### config.mk
export PLATFORM = sky130hd
export DESIGN_NAME = fetch_ctrl_flat
export DESIGN_NICKNAME = d
export VERILOG_FILES = /design/src/rtl/y86_fetch_pkg.sv /design/src/rtl/imem_if.sv /design/src/rtl/fetch_ctrl.sv /design/src/flat_wrapper.sv
export SDC_FILE = /design/constraint.sdc
export NUM_CORES = 1
export LEC_CHECK = 0
export BUFFER_PORTS_ARGS = -buffer_cell sky130_fd_sc_hd__buf_4
export CAP_MARGIN = 20
export CORE_AREA = 2 2 270 272
export DETAILED_ROUTE_END_ITERATION = 10
export DIE_AREA = 0 0 272 274
export GPL_ROUTABILITY_DRIVEN = 0
export GPL_TIMING_DRIVEN = 0
export PLACE_DENSITY_LB_ADDON = 0.2
export SYNTH_ARGS = -nofsm -noshare
export SYNTH_HDL_FRONTEND = slang
export SYNTH_SLANG_ARGS = --single-unit
### constraint.sdc
create_clock -name clk -period 8.5 [get_ports clk]
set_input_delay 0 -clock clk [delete_from_list [all_inputs] [get_ports clk]]
set_output_delay 0 -clock clk [all_outputs]
set_load 0.05 [all_outputs]
### src/rtl/y86_fetch_pkg.sv
package y86_fetch_pkg;

	localparam int ADDR_W = 64; // program counter
	localparam int WORD_W = 64; // valC
	localparam logic [3:0] REG_NONE = 4'hF;

	// y86 opcodes, 0xC..0xF unused
	typedef enum logic [3:0] {
		HALT   = 4'h0,
		NOP    = 4'h1,
		RRMOVQ = 4'h2,
		IRMOVQ = 4'h3,
		RMMOVQ = 4'h4,
		MRMOVQ = 4'h5,
		OPQ    = 4'h6,
		JXX    = 4'h7,
		CALL   = 4'h8,
		RET    = 4'h9,
		PUSHQ  = 4'hA,
		POPQ   = 4'hB
	} icode_t;

	typedef enum logic [1:0] {
		AOK = 2'd0,
		HLT = 2'd1,
		ADR = 2'd2, // fetch past end of memory
		INS = 2'd3  // bad icode or ifun
	} stat_t;

	// instruction length in bytes
	function automatic logic [3:0] instr_len(input icode_t icode);
		case (icode)
			RRMOVQ, OPQ, PUSHQ, POPQ: return 4'd2;
			JXX, CALL:                return 4'd9;
			IRMOVQ, RMMOVQ, MRMOVQ:   return 4'd10;
			default:                  return 4'd1; // halt, nop, ret and junk
		endcase
	endfunction

	function automatic logic ifun_ok(input icode_t icode, input logic [3:0] ifun);
		case (icode)
			OPQ:         return ifun <= 4'd3;
			JXX, RRMOVQ: return ifun <= 4'd6; // condition codes
			HALT, NOP, IRMOVQ, RMMOVQ, MRMOVQ,
			CALL, RET, PUSHQ, POPQ: return ifun == 4'd0;
			default:     return 1'b0; // not an opcode at all
		endcase
	endfunction

endpackage

### src/rtl/imem_if.sv
`timescale 1ns/1ps

interface imem_if;
	import y86_fetch_pkg::*;

	logic              req_valid;
	logic [ADDR_W-1:0] req_addr;
	logic              req_ready; // low during a load write
	logic              rsp_valid;
	logic [7:0]        rsp_byte0;
	logic [71:0]       rsp_bytes19; // byte 1 in bits 7:0
	logic              rsp_error;

	modport requester (
		output req_valid, req_addr,
		input  req_ready, rsp_valid, rsp_byte0, rsp_bytes19, rsp_error
	);

	modport responder (
		input  req_valid, req_addr,
		output req_ready, rsp_valid, rsp_byte0, rsp_bytes19, rsp_error
	);

endinterface

### src/rtl/fetch_ctrl.sv
`timescale 1ns/1ps

module fetch_ctrl (
	input  logic                             clk,
	input  logic                             rst,
	input  logic                             start,
	input  logic [y86_fetch_pkg::ADDR_W-1:0] start_pc,
	imem_if.requester                        bus,
	output logic [y86_fetch_pkg::ADDR_W-1:0] pc,
	input  y86_fetch_pkg::icode_t            sp_icode,
	input  logic [3:0]                       sp_ifun,
	input  logic [3:0]                       sp_ra,
	input  logic [3:0]                       sp_rb,
	input  logic [y86_fetch_pkg::WORD_W-1:0] sp_valc,
	input  logic [y86_fetch_pkg::ADDR_W-1:0] sp_valp,
	input  y86_fetch_pkg::stat_t             sp_stat,
	output logic                             out_valid,
	input  logic                             out_ready,
	output logic [y86_fetch_pkg::ADDR_W-1:0] out_pc,
	output y86_fetch_pkg::icode_t            out_icode,
	output logic [3:0]                       out_ifun,
	output logic [3:0]                       out_ra,
	output logic [3:0]                       out_rb,
	output logic [y86_fetch_pkg::WORD_W-1:0] out_valc,
	output logic [y86_fetch_pkg::ADDR_W-1:0] out_valp,
	output y86_fetch_pkg::stat_t             out_stat,
	input  logic                             redirect_valid,
	input  logic [y86_fetch_pkg::ADDR_W-1:0] redirect_pc
);
	import y86_fetch_pkg::*;

	typedef enum logic [1:0] {
		IDLE,
		REQ,
		WAIT,
		HOLD
	} state_t;

	state_t state;

	assign bus.req_valid = state == REQ;
	assign bus.req_addr  = pc;
	assign out_valid     = state == HOLD;

	always_ff @(posedge clk) begin
		if (rst) begin
			state <= IDLE;
		end else begin
			case (state)
				IDLE: if (start) state <= REQ; // start ignored elsewhere
				REQ:  if (bus.req_ready) state <= WAIT;
				WAIT: if (bus.rsp_valid) state <= HOLD;
				HOLD: if (out_ready) state <= (out_stat == AOK) ? REQ : IDLE;
				default: state <= IDLE;
			endcase
		end
	end

	// pc and output payload
	always_ff @(posedge clk) begin
		if (state == IDLE && start) begin
			pc <= start_pc;
		end else if (state == HOLD && out_ready) begin
			pc <= redirect_valid ? redirect_pc : out_valp;
		end
		if (state == WAIT && bus.rsp_valid) begin
			out_pc    <= pc;
			out_icode <= sp_icode;
			out_ifun  <= sp_ifun;
			out_ra    <= sp_ra;
			out_rb    <= sp_rb;
			out_valc  <= sp_valc;
			out_valp  <= sp_valp;
			out_stat  <= sp_stat;
		end
	end

	// memory must answer exactly one cycle after accepting
	a_rsp_next_cycle: assert property (
		@(posedge clk) disable iff (rst)
		(bus.req_valid && bus.req_ready) |=> bus.rsp_valid
	) else $error("fetch_ctrl: memory response missing");

	a_payload_hold: assert property (
		@(posedge clk) disable iff (rst)
		(out_valid && !out_ready) |=> (out_valid && $stable({out_pc, out_icode, out_ifun,
			out_ra, out_rb, out_valc, out_valp, out_stat}))
	) else $error("fetch_ctrl: payload changed under back-pressure");

endmodule

### src/flat_wrapper.sv
// flat-port wrapper written by rule: the top's interface ports become plain ports
module fetch_ctrl_flat import y86_fetch_pkg::*;
  (clk, rst, start, start_pc, pc, sp_icode, sp_ifun, sp_ra, sp_rb, sp_valc, sp_valp, sp_stat, out_valid, out_ready, out_pc, out_icode, out_ifun, out_ra, out_rb, out_valc, out_valp, out_stat, redirect_valid, redirect_pc, bus_req_valid, bus_req_addr, bus_req_ready, bus_rsp_valid, bus_rsp_byte0, bus_rsp_bytes19, bus_rsp_error);
  imem_if bus_i ();
  input  logic clk;
  input  logic rst;
  input  logic start;
  input  logic [y86_fetch_pkg::ADDR_W-1:0] start_pc;
  output logic [y86_fetch_pkg::ADDR_W-1:0] pc;
  input  y86_fetch_pkg::icode_t sp_icode;
  input  logic [3:0] sp_ifun;
  input  logic [3:0] sp_ra;
  input  logic [3:0] sp_rb;
  input  logic [y86_fetch_pkg::WORD_W-1:0] sp_valc;
  input  logic [y86_fetch_pkg::ADDR_W-1:0] sp_valp;
  input  y86_fetch_pkg::stat_t sp_stat;
  output logic out_valid;
  input  logic out_ready;
  output logic [y86_fetch_pkg::ADDR_W-1:0] out_pc;
  output y86_fetch_pkg::icode_t out_icode;
  output logic [3:0] out_ifun;
  output logic [3:0] out_ra;
  output logic [3:0] out_rb;
  output logic [y86_fetch_pkg::WORD_W-1:0] out_valc;
  output logic [y86_fetch_pkg::ADDR_W-1:0] out_valp;
  output y86_fetch_pkg::stat_t out_stat;
  input  logic redirect_valid;
  input  logic [y86_fetch_pkg::ADDR_W-1:0] redirect_pc;
  output wire logic [$bits(bus_i.req_valid)-1:0] bus_req_valid;
  output wire logic [$bits(bus_i.req_addr)-1:0] bus_req_addr;
  input wire logic [$bits(bus_i.req_ready)-1:0] bus_req_ready;
  input wire logic [$bits(bus_i.rsp_valid)-1:0] bus_rsp_valid;
  input wire logic [$bits(bus_i.rsp_byte0)-1:0] bus_rsp_byte0;
  input wire logic [$bits(bus_i.rsp_bytes19)-1:0] bus_rsp_bytes19;
  input wire logic [$bits(bus_i.rsp_error)-1:0] bus_rsp_error;
  assign bus_req_valid = bus_i.req_valid;
  assign bus_req_addr = bus_i.req_addr;
  assign bus_i.req_ready = bus_req_ready;
  assign bus_i.rsp_valid = bus_rsp_valid;
  assign bus_i.rsp_byte0 = bus_rsp_byte0;
  assign bus_i.rsp_bytes19 = bus_rsp_bytes19;
  assign bus_i.rsp_error = bus_rsp_error;
  fetch_ctrl u_core (.clk(clk), .rst(rst), .start(start), .start_pc(start_pc), .bus(bus_i), .pc(pc), .sp_icode(sp_icode), .sp_ifun(sp_ifun), .sp_ra(sp_ra), .sp_rb(sp_rb), .sp_valc(sp_valc), .sp_valp(sp_valp), .sp_stat(sp_stat), .out_valid(out_valid), .out_ready(out_ready), .out_pc(out_pc), .out_icode(out_icode), .out_ifun(out_ifun), .out_ra(out_ra), .out_rb(out_rb), .out_valc(out_valc), .out_valp(out_valp), .out_stat(out_stat), .redirect_valid(redirect_valid), .redirect_pc(redirect_pc));
endmodule
Word level (Yosys, flattened, before mapping):

Index checks and enable logic that the tools add are counted.

* latch bits: 0
* register bits after elaboration: 276
* memories: 0
* ROM bits: 0
* bits in writable memories: 0

* shift-type cells: 0
* mux-type cells: 9
* bitwise operators: 0
* multipliers: 0
* magnitude comparators: 0
* div/mod/pow operators: 0
* eq/ne operators: 7
* $add $sub $neg: 0
* reduce and logical (&&, ||, !) cells: 7

Operator list (number)
* $mux 64: 3
* $mux 2: 4
* $pmux 2 s4: 1
* $eq 2x2->1 const B: 2
* $logic_not 2->1: 2
* $ne 2x1->1 const B: 2
* $ne 2x2->1 const B: 2
* $reduce_and 4->1: 1
* $logic_and 1x1->1: 3
* $eq 2x1->1 const B: 1
* $reduce_bool 2->1: 1
* $mux 1: 1

Logic depth before layout (Yosys ltp):

* word-level depth: 4
* gate-level depth with buffers: 8

Worst setup path after synthesis:

Ideal clock, no wire load.

* path type: register -> register
* start point: register u_core.state[0]
* end point: register u_core.out_icode[0] (enable)
* period minus slack after synthesis: 6.012 ns
* arrival: 5.416 ns
* library setup time: 0.595 ns
* slack: 2.488 ns
* cell stages (with the launch flop): 4
* cells stage by stage: dfxtp_1 -> inv_1 -> ha_1 -> and2_1

* word-level cells in the longest chain between the ends: 2

Ends and longest elaborated chain
* from (decl): line fetch_ctrl.sv:39 `state_t state;`
* from (signal assigned): line fetch_ctrl.sv:53 `HOLD: if (out_ready) state <= (out_stat == AOK) ? REQ : IDLE;`
* $eq 2x2->1: line fetch_ctrl.sv:66 `if (state == WAIT && bus.rsp_valid) begin`
* $logic_and 1x1->1: line fetch_ctrl.sv:66
* to (signal assigned): line fetch_ctrl.sv:68 `out_icode <= sp_icode;`
* to (decl): line fetch_ctrl.sv:20 `output y86_fetch_pkg::icode_t out_icode,`

Every way passes these cells.
A chain may end at the register's enable or synchronous reset.

Final worst setup path:

* start point: register u_core.state[0]
* end point: register u_core.pc, in the netlist u_core.bus.req_addr[45] (enable)

* word-level cells in the longest chain between the ends: 3

Ends and longest elaborated chain
* $eq 2x2->1 or $logic_not 2->1 (tied branches): line fetch_ctrl.sv:63, fetch_ctrl.sv:61
* $logic_and 1x1->1 (on tied branches): line fetch_ctrl.sv:63, fetch_ctrl.sv:61
* $reduce_bool 2->1 (no source line) (*)
* to (signal assigned): line fetch_ctrl.sv:62 `pc <= start_pc;`
* to (signal assigned): line fetch_ctrl.sv:64 `pc <= redirect_valid ? redirect_pc : out_valp;`
* to (decl): line fetch_ctrl.sv:9 `output logic [y86_fetch_pkg::ADDR_W-1:0] pc,`

Every way passes the cells marked *; elsewhere a longest branch is shown, timed or not.

==> results.toml <==
[floorplan]
start_util = 0.143
core-area_sq_um = 72000
die_h_um = 274
pin_count = 702
die_w_um = 272
die_area_sq_um = 74500
num_rows = 99

[timing]
worst_pin_slew_ns = 0.786
hold_viol = 0
rsz0062_at_grt = "no"
setup_viol = 0
max_freq_mhz = 389
fin_crit_sh = 0.303
finalMaxSlewViolations = 0
maxSlewHeadroom = 0.476
fin_crit_ns = 2.57
fin_skew_ns = 0.0185

[global_route]
grt_max_degree = 65
grt_pass1_vias = 8967
grt_pass1_wl_mm = 58.1
groute.usage.overall = 0.105
antenna_found_initial = 3
overflow = 0

[clock_network]
root_buffer = "clkbuf_16"
cts.sinks = 276
cts_buffer_depth = 3
cts_buffers = 38
htreeDepth = 2
insertion_delay_ns = 0.55
path_clk_slew_ns = 0.05
post_cts_buffers = 0
cts_tree = "yes"

[critical_path]
start_kind = "flop"
path_class = "flop to flop"
arrival_ns = 2.78
worstPathRequired_ns = 8.71
end_kind = "flop"
path_max_fanout = 36

[logic_synthesis]
synth-async-reset-ratio = 0
synthCells = 576
ys_warn_count = 0
yosysSeqAreaShare = 0.803
ys_seq_elements = 276
synth_common_cells = "edfxtp_1 (274), buf_4 (65), mux2i_1 (65)"
synthTopCellsByArea = "edfxtp_1 (80%), mux2i_1 (6.3%), buf_4 (4.7%), o21ai_0 (2.8%), nand2_1 (2.3%)"
avgSynthCellArea_sq_um = 17.9
synth_most_common_cell = "edfxtp_1"
synth.distinct_cells = 23
synth_ff_type = "edfxtp_1"
yosysTopAreaCell = "edfxtp_1"
synth_edf_count = 274
syn_nets = 944
synth_top_area_frac = 0.799
synth_area_sq_um = 10300

[drt]
firstDrtPassIters = 6
postRouteAntennaNets = 0
vias_per_cell = 3.41
drc = 0
drt_iter0_markers = 365
wl_per_cell_um = 16.8
vias = 8525
wl_mm = 41.9

[min_path]
hp-class = "primary input to flop"

[final_layout]
syn2layout_area_growth_pct = 95.4
stdcell_area_sq_um = 20100
final_layout_size_suffix_gt1_frac = 0.495
final_util = 0.280
stdcell_count = 2500
fin_nets = 1883

[placed_design]
place_area_sq_um = 16300
dp_cells = 2158
portBuffers = 619
dp_hpwl_mm = 31.1

[power_and_ir_drop]
power_density_nw_per_um2 = 297
p_leak_nw = 8.35
peakVddDrop_mv = 0.165
finalPower_mw = 5.98

[run]
drv_cap = 0

[run_status]
status = "finished clean"
worst max-delay path, cell delays in order, from the launching register on:
cell	delay (ns)
dfxtp_1	0.34
inv_1	0.15
ha_1	0.19
and2_4	0.19
buf_6	0.22
buf_2	0.33
a21o_4	0.46
buf_16	0.29
path summary, 6_finish.rpt:
check	start	slack, ns	end	cells after the start
setup / recovery	u_core.state[0]$_SDFFE_PP0P_	5.93	u_core.bus.req_addr[45]$_DFFE_PP_	7
hold / removal	bus_req_ready	0.05	u_core.state[0]$_SDFFE_PP0P_	5
setup reg to reg	u_core.state[0]$_SDFFE_PP0P_	5.93	u_core.bus.req_addr[45]$_DFFE_PP_	7
hold reg to reg	u_core.bus.req_addr[46]$_DFFE_PP_	0.50	u_core.out_pc[46]$_DFFE_PP_	0
layout by cell type (no fill, tap or decap), drive strengths merged, types with 2 or more instances in the layout:
| cell type | Yosys | final |
|---|---|---|
| buf | 80 | 703 |
| dlygate4sd3 | 0 | 276 |
| edfxtp | 274 | 274 |
| mux2i | 65 | 65 |
| nand2 | 64 | 64 |
| o21ai | 64 | 64 |
| clkbuf | 5 | 53 |
| clkinv | 0 | 14 |
| ha | 6 | 6 |
| inv | 3 | 5 |
| nand2b | 3 | 3 |
| and2 | 2 | 2 |
| nor2 | 2 | 2 |
| a21oi | 2 | 2 |
| dfxtp | 2 | 2 |
metrics by stage:
stage	hold slack, ns	setup TNS, ns	worst slack, ns
after CTS	0.00245	0	5.80
after global routing	0.0281	0	5.72
after floorplan	0.0724	0	2.49
final	0.0506	0	5.93
after global placement	0.178	-131.62	-0.667
after detailed placement	0.179	0	5.81
power breakdown:
part / internal (mW) / switching, mW
sequential: 1.85 / 0.170
combinational: 0.880 / 1.64
clock: 0.824 / 0.613
total: 3.56 / 2.42
state kept, by name, indices dropped and copies added, names as in the netlist:
name                 cells
u_core.state             2
u_core.out_valc         64
u_core.out_icode         4
u_core.out_rb            4
u_core.out_ra            4
u_core.out_stat          2
u_core.out_ifun          4
u_core.out_pc           64
u_core.out_valp         64
u_core.bus.req_addr     64
routing by layer:
layer | track usage | wire length, um | vias to the layer above
li1 | - | - | 3976
met1 | 0.121 | 16500 | 4144
met2 | 0.189 | 21600 | 343
met3 | 0.0261 | 2730 | 62
met4 | 0.0343 | 1050 | 0
met5 | 0 | 0 | -
what timing repair did:
action / in CTS / in global routing
resized for setup: 0 / 0
hold buffers: 276 / 0
endpoints found under the setup margin: 0 / 0
hold endpoints to repair: 212 / 0
cells by family (layout without fill, tap and decap cells):
family,count (synthesis),after routing,synth area share
flip-flops,276,276,0.803
buffers and inverters,88,1052,0.0634
AND/OR/NAND/NOR,72,72,0.0284
AO/OA/AOI/OAI,69,69,0.0351
adder cells (fa/ha/maj),6,6,0.00729
multiplexers,65,65,0.0632
other,0,1,0
final cells by class:
type	instances	area (sq um)
Fill cell	7471	51800
Clock buffer	48	988
Tap cell	959	1200
Multi-Input combinational cell	212	1390
Sequential cell	276	8270
Buffer	85	642
Timing Repair Buffer	899	7520
Clock inverter	17	108
Inverter	3	11.3
Antenna cell	1	2.50
(Power assumes the default switching activity.)
