### config.mk
export PLATFORM = sky130hd
export DESIGN_NAME = instr_split
export DESIGN_NICKNAME = d
export VERILOG_FILES = /design/src/rtl/y86_fetch_pkg.sv /design/src/rtl/instr_split.sv
export SDC_FILE = /design/constraint.sdc
export NUM_CORES = 1
export LEC_CHECK = 0
export BUFFER_PORTS_ARGS = -buffer_cell sky130_fd_sc_hd__buf_4
export CORE_AREA = 2 2 114 116
export DETAILED_ROUTE_END_ITERATION = 10
export DIE_AREA = 0 0 116 118
export SYNTH_ARGS = -nofsm -noshare
export SYNTH_HDL_FRONTEND = slang
export SYNTH_SLANG_ARGS = --single-unit
### constraint.sdc
create_clock -name vclk -period 5.8
set_clock_uncertainty 0.15 [all_clocks]
set_input_delay 0.58 -clock vclk [all_inputs]
set_output_delay 0.58 -clock vclk [all_outputs]
set_load 0.005 [all_outputs]
### src/rtl/y86_fetch_pkg.sv
package y86_fetch_pkg;

	localparam int ADDR_W = 64; // program counter
	localparam int WORD_W = 64; // valC
	localparam logic [3:0] REG_NONE = 4'hF;

	// y86 opcodes, 0xC..0xF unused
	typedef enum logic [3:0] {
		HALT   = 4'h0,
		NOP    = 4'h1,
		RRMOVQ = 4'h2,
		IRMOVQ = 4'h3,
		RMMOVQ = 4'h4,
		MRMOVQ = 4'h5,
		OPQ    = 4'h6,
		JXX    = 4'h7,
		CALL   = 4'h8,
		RET    = 4'h9,
		PUSHQ  = 4'hA,
		POPQ   = 4'hB
	} icode_t;

	typedef enum logic [1:0] {
		AOK = 2'd0,
		HLT = 2'd1,
		ADR = 2'd2, // fetch past end of memory
		INS = 2'd3  // bad icode or ifun
	} stat_t;

	// instruction length in bytes
	function automatic logic [3:0] instr_len(input icode_t icode);
		case (icode)
			RRMOVQ, OPQ, PUSHQ, POPQ: return 4'd2;
			JXX, CALL:                return 4'd9;
			IRMOVQ, RMMOVQ, MRMOVQ:   return 4'd10;
			default:                  return 4'd1; // halt, nop, ret and junk
		endcase
	endfunction

	function automatic logic ifun_ok(input icode_t icode, input logic [3:0] ifun);
		case (icode)
			OPQ:         return ifun <= 4'd3;
			JXX, RRMOVQ: return ifun <= 4'd6; // condition codes
			HALT, NOP, IRMOVQ, RMMOVQ, MRMOVQ,
			CALL, RET, PUSHQ, POPQ: return ifun == 4'd0;
			default:     return 1'b0; // not an opcode at all
		endcase
	endfunction

endpackage

### src/rtl/instr_split.sv
`timescale 1ns/1ps

module instr_split (
	input  logic [7:0]                       byte0,
	input  logic [71:0]                      bytes19,
	input  logic [y86_fetch_pkg::ADDR_W-1:0] pc,
	input  logic                             mem_error,
	output y86_fetch_pkg::icode_t            icode,
	output logic [3:0]                       ifun,
	output logic [3:0]                       ra,
	output logic [3:0]                       rb,
	output logic [y86_fetch_pkg::WORD_W-1:0] valc,
	output logic [y86_fetch_pkg::ADDR_W-1:0] valp,
	output y86_fetch_pkg::stat_t             stat
);
	import y86_fetch_pkg::*;

	logic has_regs;
	logic icode_legal;

	assign icode = icode_t'(byte0[7:4]);
	assign ifun  = byte0[3:0];
	assign icode_legal = byte0[7:4] <= 4'hB; // 0xC and up are unused

	// which opcodes carry a register byte
	always_comb begin
		case (icode)
			RRMOVQ, IRMOVQ, RMMOVQ, MRMOVQ, OPQ, PUSHQ, POPQ: has_regs = 1'b1;
			default: has_regs = 1'b0;
		endcase
	end

	assign ra = has_regs ? bytes19[7:4] : REG_NONE;
	assign rb = has_regs ? bytes19[3:0] : REG_NONE;

	// constant, little endian
	always_comb begin
		case (icode)
			IRMOVQ, RMMOVQ, MRMOVQ: valc = bytes19[71:8]; // bytes 2..9
			JXX, CALL:              valc = bytes19[63:0]; // bytes 1..8, no reg byte
			default:                valc = '0;
		endcase
	end

	assign valp = pc + ADDR_W'(instr_len(icode));

	// address error wins over everything else
	always_comb begin
		if (mem_error) begin
			stat = ADR;
		end else if (icode == HALT) begin
			stat = HLT;
		end else if (!icode_legal || !ifun_ok(icode, ifun)) begin
			stat = INS;
		end else begin
			stat = AOK;
		end
	end

endmodule

Yosys cells after proc, flatten, opt, wreduce, memory -nomap -nowiden
Memory sizes are Yosys's and may differ from the RTL's.
Cells that the tools add are included.
Widths: inputs -> output; s select.
{"block": "totals", "word_cells": 36, "mem_count": 1, "in_bits": 145, "ff_bits": 0, "romBits": 48}
{"block": "op_classes", "eq_ne": 11, "order_cmp": 3, "n_addsub": 1, "n_reduce_logical": 10, "mux": 10}
{"memory": "(no name shown)", "depth": 16, "width": 3, "rd": 1, "rd_clocked_by_memory_dff": 0, "write_ports": 0, "line": "y86_fetch_pkg.sv:32", "rtl": "case (icode)"}
{"operator": "$pmux 64 s2", "n": 1}
{"operator": "$add 64x4->64", "n": 1}
{"operator": "$eq 4x3->1 const B", "n": 4}
{"operator": "$eq 4x4->1 const B", "n": 4}
{"operator": "$reduce_or 9->1", "n": 1}
{"operator": "$eq 4x2->1 const B", "n": 2}
{"operator": "$logic_not 4->1", "n": 2}
{"operator": "$mux 4", "n": 2}
{"operator": "$reduce_or 7->1", "n": 1}
{"operator": "$mux 2", "n": 3}
{"operator": "$eq 4x1->1 const B", "n": 1}
{"operator": "$le 4x2->1 const B", "n": 1}
{"operator": "$le 4x3->1 const B", "n": 1}
{"operator": "$le 4x4->1 const B", "n": 1}
{"operator": "$reduce_or 2->1", "n": 2}
{"operator": "$mux 1", "n": 3}
{"operator": "$pmux 1 s3", "n": 1}
{"operator": "$reduce_or 3->1", "n": 1}
{"operator": "$logic_not 1->1", "n": 2}
{"operator": "$logic_or 1x1->1", "n": 1}

Depth between registers and ports, before layout
Gate-level depths: netlist of the first run.
{"block": "logic_depth", "ltp_word": 10, "ltp_mapped": 13}

Worst setup path after synthesis of the first run
OpenSTA, ideal clock, no wires.
{"block": "synth_path", "path_type": "input-to-output", "from": "input byte0[6]", "to": "output valp[36] (netlist name)", "arrival_ns": 3.082, "n_path_buf": 2, "required_time_ns": 5.070, "slack_ns": 1.988, "cell_stages": 12, "path_cell_list": "clkbuf_1 > nor2b_1 > a31oi_1 > ha_1 > inv_1 > fa_1 > and3b_1 > o2111a_1 > buf_2 > nand3_2 > nor3_1 > xor2_1"}
{"block": "synth_between", "elab_chain_len": 2}
{"item": "start: declaration", "line": "instr_split.sv:4", "rtl": "input logic [7:0] byte0,"}
{"item": "$mem_v2 16x3"}
{"item": "$add 64x4->64", "line": "instr_split.sv:45", "rtl": "assign valp = pc + ADDR_W'(instr_len(icode));"}
{"item": "end: declaration", "line": "instr_split.sv:13", "rtl": "output logic [y86_fetch_pkg::ADDR_W-1:0] valp,"}
Every way passes these cells.

Worst setup path in the final report of the first run
{"block": "layout_path", "from": "input byte0[5]", "to": "output valp[34] (netlist name)"}
Same word-level chain as after synthesis.

==> results of run 1 <==
-- synthesized netlist by cell type --
cell	count	area (um2)
a22o_1	64	561
xor2_1	34	298
nand2_1	32	120
xnor2_1	28	245
nand3_1	23	115
nor2_1	21	78.8
nor3_1	19	95.1
inv_1	16	60.1
nand4_1	13	81.3
or2_2	9	56.3
buf_4	8	60.1
buf_2	7	35.0
buf_1	5	18.8
clkbuf_1	5	18.8
nor3_2	5	50.1
nor4_1	5	31.3
nor4_4	5	106
and3_1	4	25.0
a31oi_1	3	18.8
ha_1	3	37.5
nor4_2	3	37.5
o21ai_0	3	15.0
a21o_1	2	15.0
buf_6	2	22.5
nand2b_1	2	12.5
nand4_2	2	25.0
nor2b_1	2	12.5
nor3_4	2	32.5
a211oi_1	1	7.51
a21oi_1	1	5.00
a41oi_1	1	8.76
and3b_1	1	8.76
fa_1	1	20.0
mux2_2	1	11.3
nand2b_4	1	13.8
nand3_2	1	10.0
nand4_4	1	21.3
o2111a_1	1	11.3
or2_1	1	6.26
-- power groups by stage --
stage / sequential [uW] / clock, uW / combinational, uW
detailed placement: 0 / 0 / 335
global placement: 0 / 0 / 331
floorplan: 0 / 0 / 111
finish: 0 / 0 / 333
CTS: 0 / 0 / 337
global route: 0 / 0 / 357
-- critical path: cells and delay by family --
kind            cells  cell delay [ps]
simple gates        4              960
compound gates      2              610
fa+ha+maj           2              600
buf+inv             4              520
xor+xnor            1              200
-- how the worst max path moves through the flow --
stage	endpoint	depth (start not counted)	start
2_1_floorplan	valp[36]	12	byte0[6]
3_5_place_dp	valp[44]	13	byte0[5]
5_1_grt	valp[44]	13	byte0[5]
3_3_place_gp	valp[44]	13	byte0[5]
6_report	valp[34]	13	byte0[5]
4_1_cts	valp[36]	13	byte0[5]
-- routing by layer --
layer | wire length (um) | global-route usage [%] | vias to the layer above
li1 | - | - | 1786
met1 | 4830 | 18.6 | 1795
met2 | 7380 | 35.8 | 193
met3 | 1450 | 4.79 | 8
met4 | 180 | 2.08 | 0
met5 | 0 | 0 | -
-- logic make-up (layout without fill, tap and decap cells) --
family          after synthesis  count (layout)  share of synthesized area [%]
compound gates               76              76                           26.6
xor+xnor                     62              62                           22.5
fa+ha+maj                     4               4                           2.39
buf+inv                      43             312                           8.94
mux                           1               1                          0.467
simple gates                152             152                           39.0
-- through the flow --
step	hold slack (ps)	utilization [%]	setup WS (ps)
3_3_place_gp	1190	38.0	1610
5_1_grt	1190	38.0	1250
6_report	1190	38.0	1580
3_5_place_dp	1190	38.0	1540
4_1_cts	1190	38.0	1530
2_1_floorplan	1040	-	1990
-- cell type report --
type,count,area [um2]
well taps,172,215
fillers,1298,7700
multi-input cells,295,2220
repair buffers,296,2220
inverters,16,60.1
==> results.toml, run 1 <==
[floorplan]
io_pins = 291
die-area_mm2 = 0.0137
design.core.area_mm2 = 0.0124
fp.dieH_um = 118
initial_utilization_pct = 19.4
placementRows = 41
die_w_um = 116

[setup_path]
arrival_ps = 3490
cpPeakStageDelay_ps = 470
cp_common_cell = "buf_4"
cp.required_ps = 5070
cpMaxStageDelayCell = "o2111a_1"
cp_cell_sequence = "buf_4 > nor2b_1 > a31oi_1 > buf_4 > ha_1 > inv_1 > fa_1 > and3b_1 > o2111a_1 > nand3_2 > nor3_1 > xor2_1 > buf_4"
path_class = "in -> out"
crit_fanout = 10
end_kind = "output port"
worstSetupStartpointType = "input pin"

[power_and_ir_drop]
p_clk_share_pct = 0
p_int_uw = 189
p_comb_share_pct = 100.0
total_power_uw = 333
pwr_density_cell_mw_per_mm2 = 70.7
ir_worst_vdd_mv = 0.0211
p_sw_uw = 144
switching_share_pct = 43.2
p_leak_uw = 0.00235
p_seq_share_pct = 0

[hold_path]
holdPathStages = 2
hp-class = "in -> out"
hold_path.startpoint = "byte0[0]"
whs_endpoint = "ifun[0]"

[clock_tree]
cts_hold_buffers = 0
ctsResizeCount = 0
cts_setup_buffers = 0

[placed_design]
dpl.hpwl_um = 12000
port_buffers = 291
globalplace.congestion = 0.845
place_area_mm2 = 0.00472
dp.cells = 779

[finish]
antenna_cells = 0
layout.nets = 758
seq_cells = 0
final.clkbuf_count = 0
mostFrequentLayoutCells = "buf_4 (296), a22o_1 (64), xor2_1 (34)"
final_common_cell = "buf_4"
area_growth_pct = 95.8
register_area_um2 = 0
instances_no_fill = 779
final_layout_size_suffix_gt1_share_pct = 54.2
final_area_mm2 = 0.00472

[detailed_routing]
antenna_left = 0
wl_per_cell_um = 17.8
wirelength_um = 13800
num_vias = 3782
vias_per_cell = 4.85
drt_pass1_iterations = 4
drc_errors = 0
drt-initial-drc-count = 209

[timing]
rsz0062_at_grt = "no"
timing.slew.headroom_pct = 55.9
finalHoldViolCount = 0
finalSetupTns_ps = 0
setup_viol = 0
slew_viol_final = 0
finalCriticalPeriod_ps = 4220
worst_slew_pin_slew_ps = 661
max_freq_ghz = 0.237
fin_crit_sh_pct = 72.7

[synth]
ys_warn_count = 0
netlist-cell-type-count = 39
syn_avg_cell_area_um2 = 7.13
ys_seq_area_share_pct = 0
syn_inst = 338
syn_area_mm2 = 0.00241
synth_nets = 487

[global_route]
overflow = 0
grt_antenna_before_repair = 0
grt_pass1_vias = 3582
grt_usage_pct = 17.9
grt_pass1_wl_um = 19300
grt_start_max_net_pins = 65

[run]
maxCapViolCount = 0

[status]
outcome = "complete, no violations"
Note: power is estimated with default switching activity, not from simulation.
==> run 2, diff against run 1 <==
--- a/config.mk
+++ b/config.mk
@@ -6,9 +6,9 @@
 export NUM_CORES = 1
 export LEC_CHECK = 0
 export BUFFER_PORTS_ARGS = -buffer_cell sky130_fd_sc_hd__buf_4
-export CORE_AREA = 2 2 114 116
+export CORE_AREA = 2 2 112 114
 export DETAILED_ROUTE_END_ITERATION = 10
-export DIE_AREA = 0 0 116 118
+export DIE_AREA = 0 0 114 116
 export SYNTH_ARGS = -nofsm -noshare
 export SYNTH_HDL_FRONTEND = slang
 export SYNTH_SLANG_ARGS = --single-unit
==> constraint.sdc (replaced) <==
create_clock -name vclk -period 4.1
set_clock_uncertainty 0.15 [all_clocks]
set_input_delay 0.41 -clock vclk [all_inputs]
set_output_delay 0.41 -clock vclk [all_outputs]
set_load 0.005 [all_outputs]
==> run 2 against run 1 <==
Net effect: sequential share of layout area is the same; non-clock buffer count grew 3; via count shrank 0.32%; combinational power grew 42%; die area shrank 3.4%; worst hold slack lost 340 ps; first-iteration DRC count grew 3.8%; critical endpoint is now valp[45]; largest power group unchanged.
==> results.toml, run 2 (synthesis results as in run 1) <==
[status]
outcome = "complete, no violations"

[power_and_ir_drop]
pwr_density_cell_mw_per_mm2 = 101
p_leak_uw = 0.00237
p_seq_share_pct = 0
ir_worst_vdd_mv = 0.0338
p_int_uw = 268
p_clk_share_pct = 0
switching_share_pct = 43.4
total_power_uw = 474
p_comb_share_pct = 100.0
p_sw_uw = 206

[setup_path]
end_kind = "output port"
worstSetupStartpointType = "input pin"
cp_cell_sequence = "buf_4 > nand2_1 > mux2_2 > nor2_4 > or2_2 > ha_1 > a21oi_1 > nor4_2 > buf_4 > nand4_1 > nor3_2 > xor2_1 > buf_4"
cpMaxStageDelayCell = "nor4_2"
cp_common_cell = "buf_4"
cpPeakStageDelay_ps = 360
cpLargestDelayFamily = "simple AND/OR/NAND/NOR gates"
startpoint = "byte0[5]"
path_class = "in -> out"
arrival_ps = 3070
cp.required_ps = 3540
crit_fanout = 10
critPathBufInv = 3

[finish]
register_area_um2 = 0
seq_cells = 0
final_area_mm2 = 0.00471
instances_no_fill = 758
mostFrequentLayoutCells = "buf_4 (299), a22o_1 (64), xor2_1 (34)"
final.clkbuf_count = 0
final_layout_size_suffix_gt1_share_pct = 54.4
final_common_cell = "buf_4"
layout.nets = 761
area_growth_pct = 95.5

[timing]
finalHoldViolCount = 0
finalCriticalPeriod_ps = 3630
slew_viol_final = 0
max_freq_ghz = 0.276
finalSetupTns_ps = 0
rsz0062_at_grt = "no"
worst_slew_pin_slew_ps = 687
fin_crit_sh_pct = 88.5
timing.slew.headroom_pct = 54.2
setup_viol = 0

[clock_tree]
ctsResizeCount = 0
cts_setup_buffers = 0
cts_hold_buffers = 0

[detailed_routing]
wirelength_um = 14400
drc_errors = 0
antenna_left = 0
drt_pass1_iterations = 6
wl_per_cell_um = 19.1
num_vias = 3770
vias_per_cell = 4.97
drt-initial-drc-count = 217

[placed_design]
dp.cells = 757
dpl.hpwl_um = 12800
globalplace.congestion = 0.866
place_area_mm2 = 0.00471
port_buffers = 291

[floorplan]
placementRows = 40
initial_utilization_pct = 20.2
die-area_mm2 = 0.0132
io_pins = 291
die_w_um = 114
design.core.area_mm2 = 0.0119
fp.dieH_um = 116

[global_route]
grt_start_max_net_pins = 65
overflow = 0
grt_antenna_before_repair = 1
grt_pass1_vias = 3700
grt_pass1_wl_um = 20100
grt_usage_pct = 19.7

[run]
maxCapViolCount = 0

[hold_path]
hold_path.startpoint = "byte0[0]"
hp-class = "in -> out"
==> run 2: cell count changes in the layout (fill, tap and decap cells not counted), sizes merged <==
cell	previous run	this run
buf	296	299
diode	0	1
==> run 2: power groups by stage <==
stage | sequential [uW] | combinational [uW] | clock, uW
floorplan | 0 | 157 | 0
global placement | 0 | 475 | 0
detailed placement | 0 | 477 | 0
CTS | 0 | 479 | 0
global route | 0 | 510 | 0
finish | 0 | 474 | 0.0000327
==> run 2: worst paths after layout <==
path / to / slack, ps / depth (start not counted)
max: valp[45] / 470 / 13
min: ifun[0] / 850 / 2
==> run 2: routing by layer <==
metal  vias up  global-route usage [%]  wire length [um]
li1       1789                       -                 -
met1      1755                    19.2              4630
met2       206                    40.6              7850
met3        20                    5.39              1540
met4         0                    5.04               416
met5         -                       0                 0
==> run 2: layout make-up <==
class	instances	area, um2
fill	1285	7200
inverter	16	60.1
tap	147	184
timing repair buffer	299	2240
multi-input combinational	295	2220
antenna	1	2.50
==> run 2: through the flow <==
stage	worst slack, ps	hold WS, ps	utilization, %
2_1_floorplan	628	699	-
3_3_place_gp	565	855	39.5
3_5_place_dp	454	854	39.5
4_1_cts	443	855	39.5
5_1_grt	237	859	39.5
6_report	473	852	39.5
==> run 3, diff against run 2 <==
--- a/config.mk
+++ b/config.mk
@@ -5,10 +5,12 @@
 export SDC_FILE = /design/constraint.sdc
 export NUM_CORES = 1
 export LEC_CHECK = 0
+export ABC_CLOCK_PERIOD_IN_PS = 4100
 export BUFFER_PORTS_ARGS = -buffer_cell sky130_fd_sc_hd__buf_4
 export CORE_AREA = 2 2 112 114
 export DETAILED_ROUTE_END_ITERATION = 10
 export DIE_AREA = 0 0 114 116
+export REMOVE_ABC_BUFFERS = 1
 export SYNTH_ARGS = -nofsm -noshare
 export SYNTH_HDL_FRONTEND = slang
 export SYNTH_SLANG_ARGS = --single-unit
==> run 3 against run 2 <==
Net effect: sequential share of layout area unchanged; wire length increased by 0.52%; power increased by 0.25%; critical endpoint is now valp[43]; global-route usage increased by 0.27 points; cell area decreased by 0.37%; first-iteration DRC count decreased by 20%; via count decreased by 1.3%.
==> results.toml, run 3 (synthesis results as in run 1) <==
[status]
outcome = "complete, no violations"

[placed_design]
port_buffers = 291
globalplace.congestion = 0.927
dpl.hpwl_um = 12800
place_area_mm2 = 0.00469
dp.cells = 755

[finish]
final_area_mm2 = 0.00469
antenna_cells = 0
final_common_cell = "buf_4"
final.clkbuf_count = 0
fin_util_pct = 39.4
layout.nets = 759
area_growth_pct = 94.8
instances_no_fill = 755
seq_cells = 0
register_area_um2 = 0
final_layout_size_suffix_gt1_share_pct = 54.3
mostFrequentLayoutCells = "buf_4 (297), a22o_1 (64), xor2_1 (34)"

[setup_path]
cp_common_cell = "buf_4"
end_kind = "output port"
arrival_ps = 3060
cp_cell_sequence = "buf_4 > nand2_1 > mux2_2 > nor2_4 > or2_2 > ha_1 > a21oi_1 > nor4_2 > buf_4 > nand4_1 > nor4_2 > xor2_1 > buf_4"
cpMaxStageDelayCell = "nor4_2"
cpPeakStageDelay_ps = 360
crit_fanout = 10
path_class = "in -> out"
worstSetupStartpointType = "input pin"
cp.required_ps = 3540

[timing]
rsz0062_at_grt = "no"
max_freq_ghz = 0.276
timing.slew.headroom_pct = 54.9
hold_ws_ps = 856
finalCriticalPeriod_ps = 3620
finalHoldViolCount = 0
slew_viol_final = 0
setup_viol = 0
fin_crit_sh_pct = 88.4
worst_slew_pin_slew_ps = 676

[global_route]
grt_antenna_before_repair = 0
grt_pass1_vias = 3552
met2_usage_pct = 37.3
grt_pass1_wl_um = 20400
grt_start_max_net_pins = 65
grt.busiest_layer = "met2"
grt_use_met1_pct = 21.5
overflow = 0
grt_use_met3_pct = 7.43
grt_usage_pct = 20.0

[detailed_routing]
vias_per_cell = 4.93
antenna_left = 0
num_vias = 3722
drt-initial-drc-count = 173
wirelength_um = 14500
drt_pass1_iterations = 4
wl_per_cell_um = 19.2
drc_errors = 0

[floorplan]
die_w_um = 114
design.core.area_mm2 = 0.0119
initial_utilization_pct = 20.2
placementRows = 40
die-area_mm2 = 0.0132
io_pins = 291
fp.dieH_um = 116

[clock_tree]
ctsResizeCount = 0
cts_setup_buffers = 0
cts_hold_buffers = 0

[hold_path]
hp-class = "in -> out"
hold_path.startpoint = "byte0[3]"
holdPathStages = 2
whs_endpoint = "ifun[3]"

[power_and_ir_drop]
p_leak_uw = 0.00236
pwr_density_cell_mw_per_mm2 = 101
ir_worst_vdd_mv = 0.0376

[run]
maxCapViolCount = 0
==> run 3: cell types whose count changed in the layout (fill, tap and decap cells not counted) <==
cell / delta
buf_4: -2
diode_2: -1
==> run 3: how the worst max path moves through the flow <==
| stage | start | end | slack [ps] | cells after the start |
|---|---|---|---|---|
| final | byte0[5] | valp[43] | 480 | 13 |
| after global routing | byte0[5] | valp[48] | 200 | 12 |
| after CTS | byte0[5] | valp[48] | 460 | 12 |
| after detailed placement | byte0[5] | valp[48] | 490 | 12 |
| after global placement | byte0[5] | valp[36] | 530 | 12 |
| after floorplan | byte0[6] | valp[63] | -3550 | 9 |
==> run 3: critical path, delay by kind of cell <==
family | cells | cell delay (ps)
buffers and inverters | 3 | 540
xor gates and xnor gates | 1 | 190
muxes | 1 | 180
adders and majority gates | 1 | 320
AOI/OAI and AO/OA | 1 | 120
and+or+nand+nor | 6 | 1300
==> run 3: per-layer routing <==
| layer | part of all wire (%) | vias to the layer above |
|---|---|---|
| met3 | 14 | 18 |
| li1 | - | 1787 |
| met4 | 2.6 | 0 |
| met5 | 0 | - |
| met1 | 34 | 1715 |
| met2 | 50 | 202 |
==> run 3: layout make-up <==
class	count	area, um2
fillers	1268	7220
inverters	16	60.1
multi-input cells	295	2220
well taps	147	184
repair buffers	297	2230
==> run 3: power by group <==
group | internal, uW | total (uW) | leakage (uW) | switching [uW]
registers | 0 | 0 | 0 | 0
logic | 268 | 475 | 0.00236 | 207
clock network | 0 | 0 | 0 | 0
total | 268 | 475 | 0.00236 | 207
==> run 3: stage by stage <==
step           power [uW]  TNS, ps  worst slack [ps]
6_report              475        0               477
5_1_grt               512        0               200
4_1_cts               479        0               460
3_5_place_dp          477        0               486
3_3_place_gp          473        0               532
2_1_floorplan         149  -190000             -3550
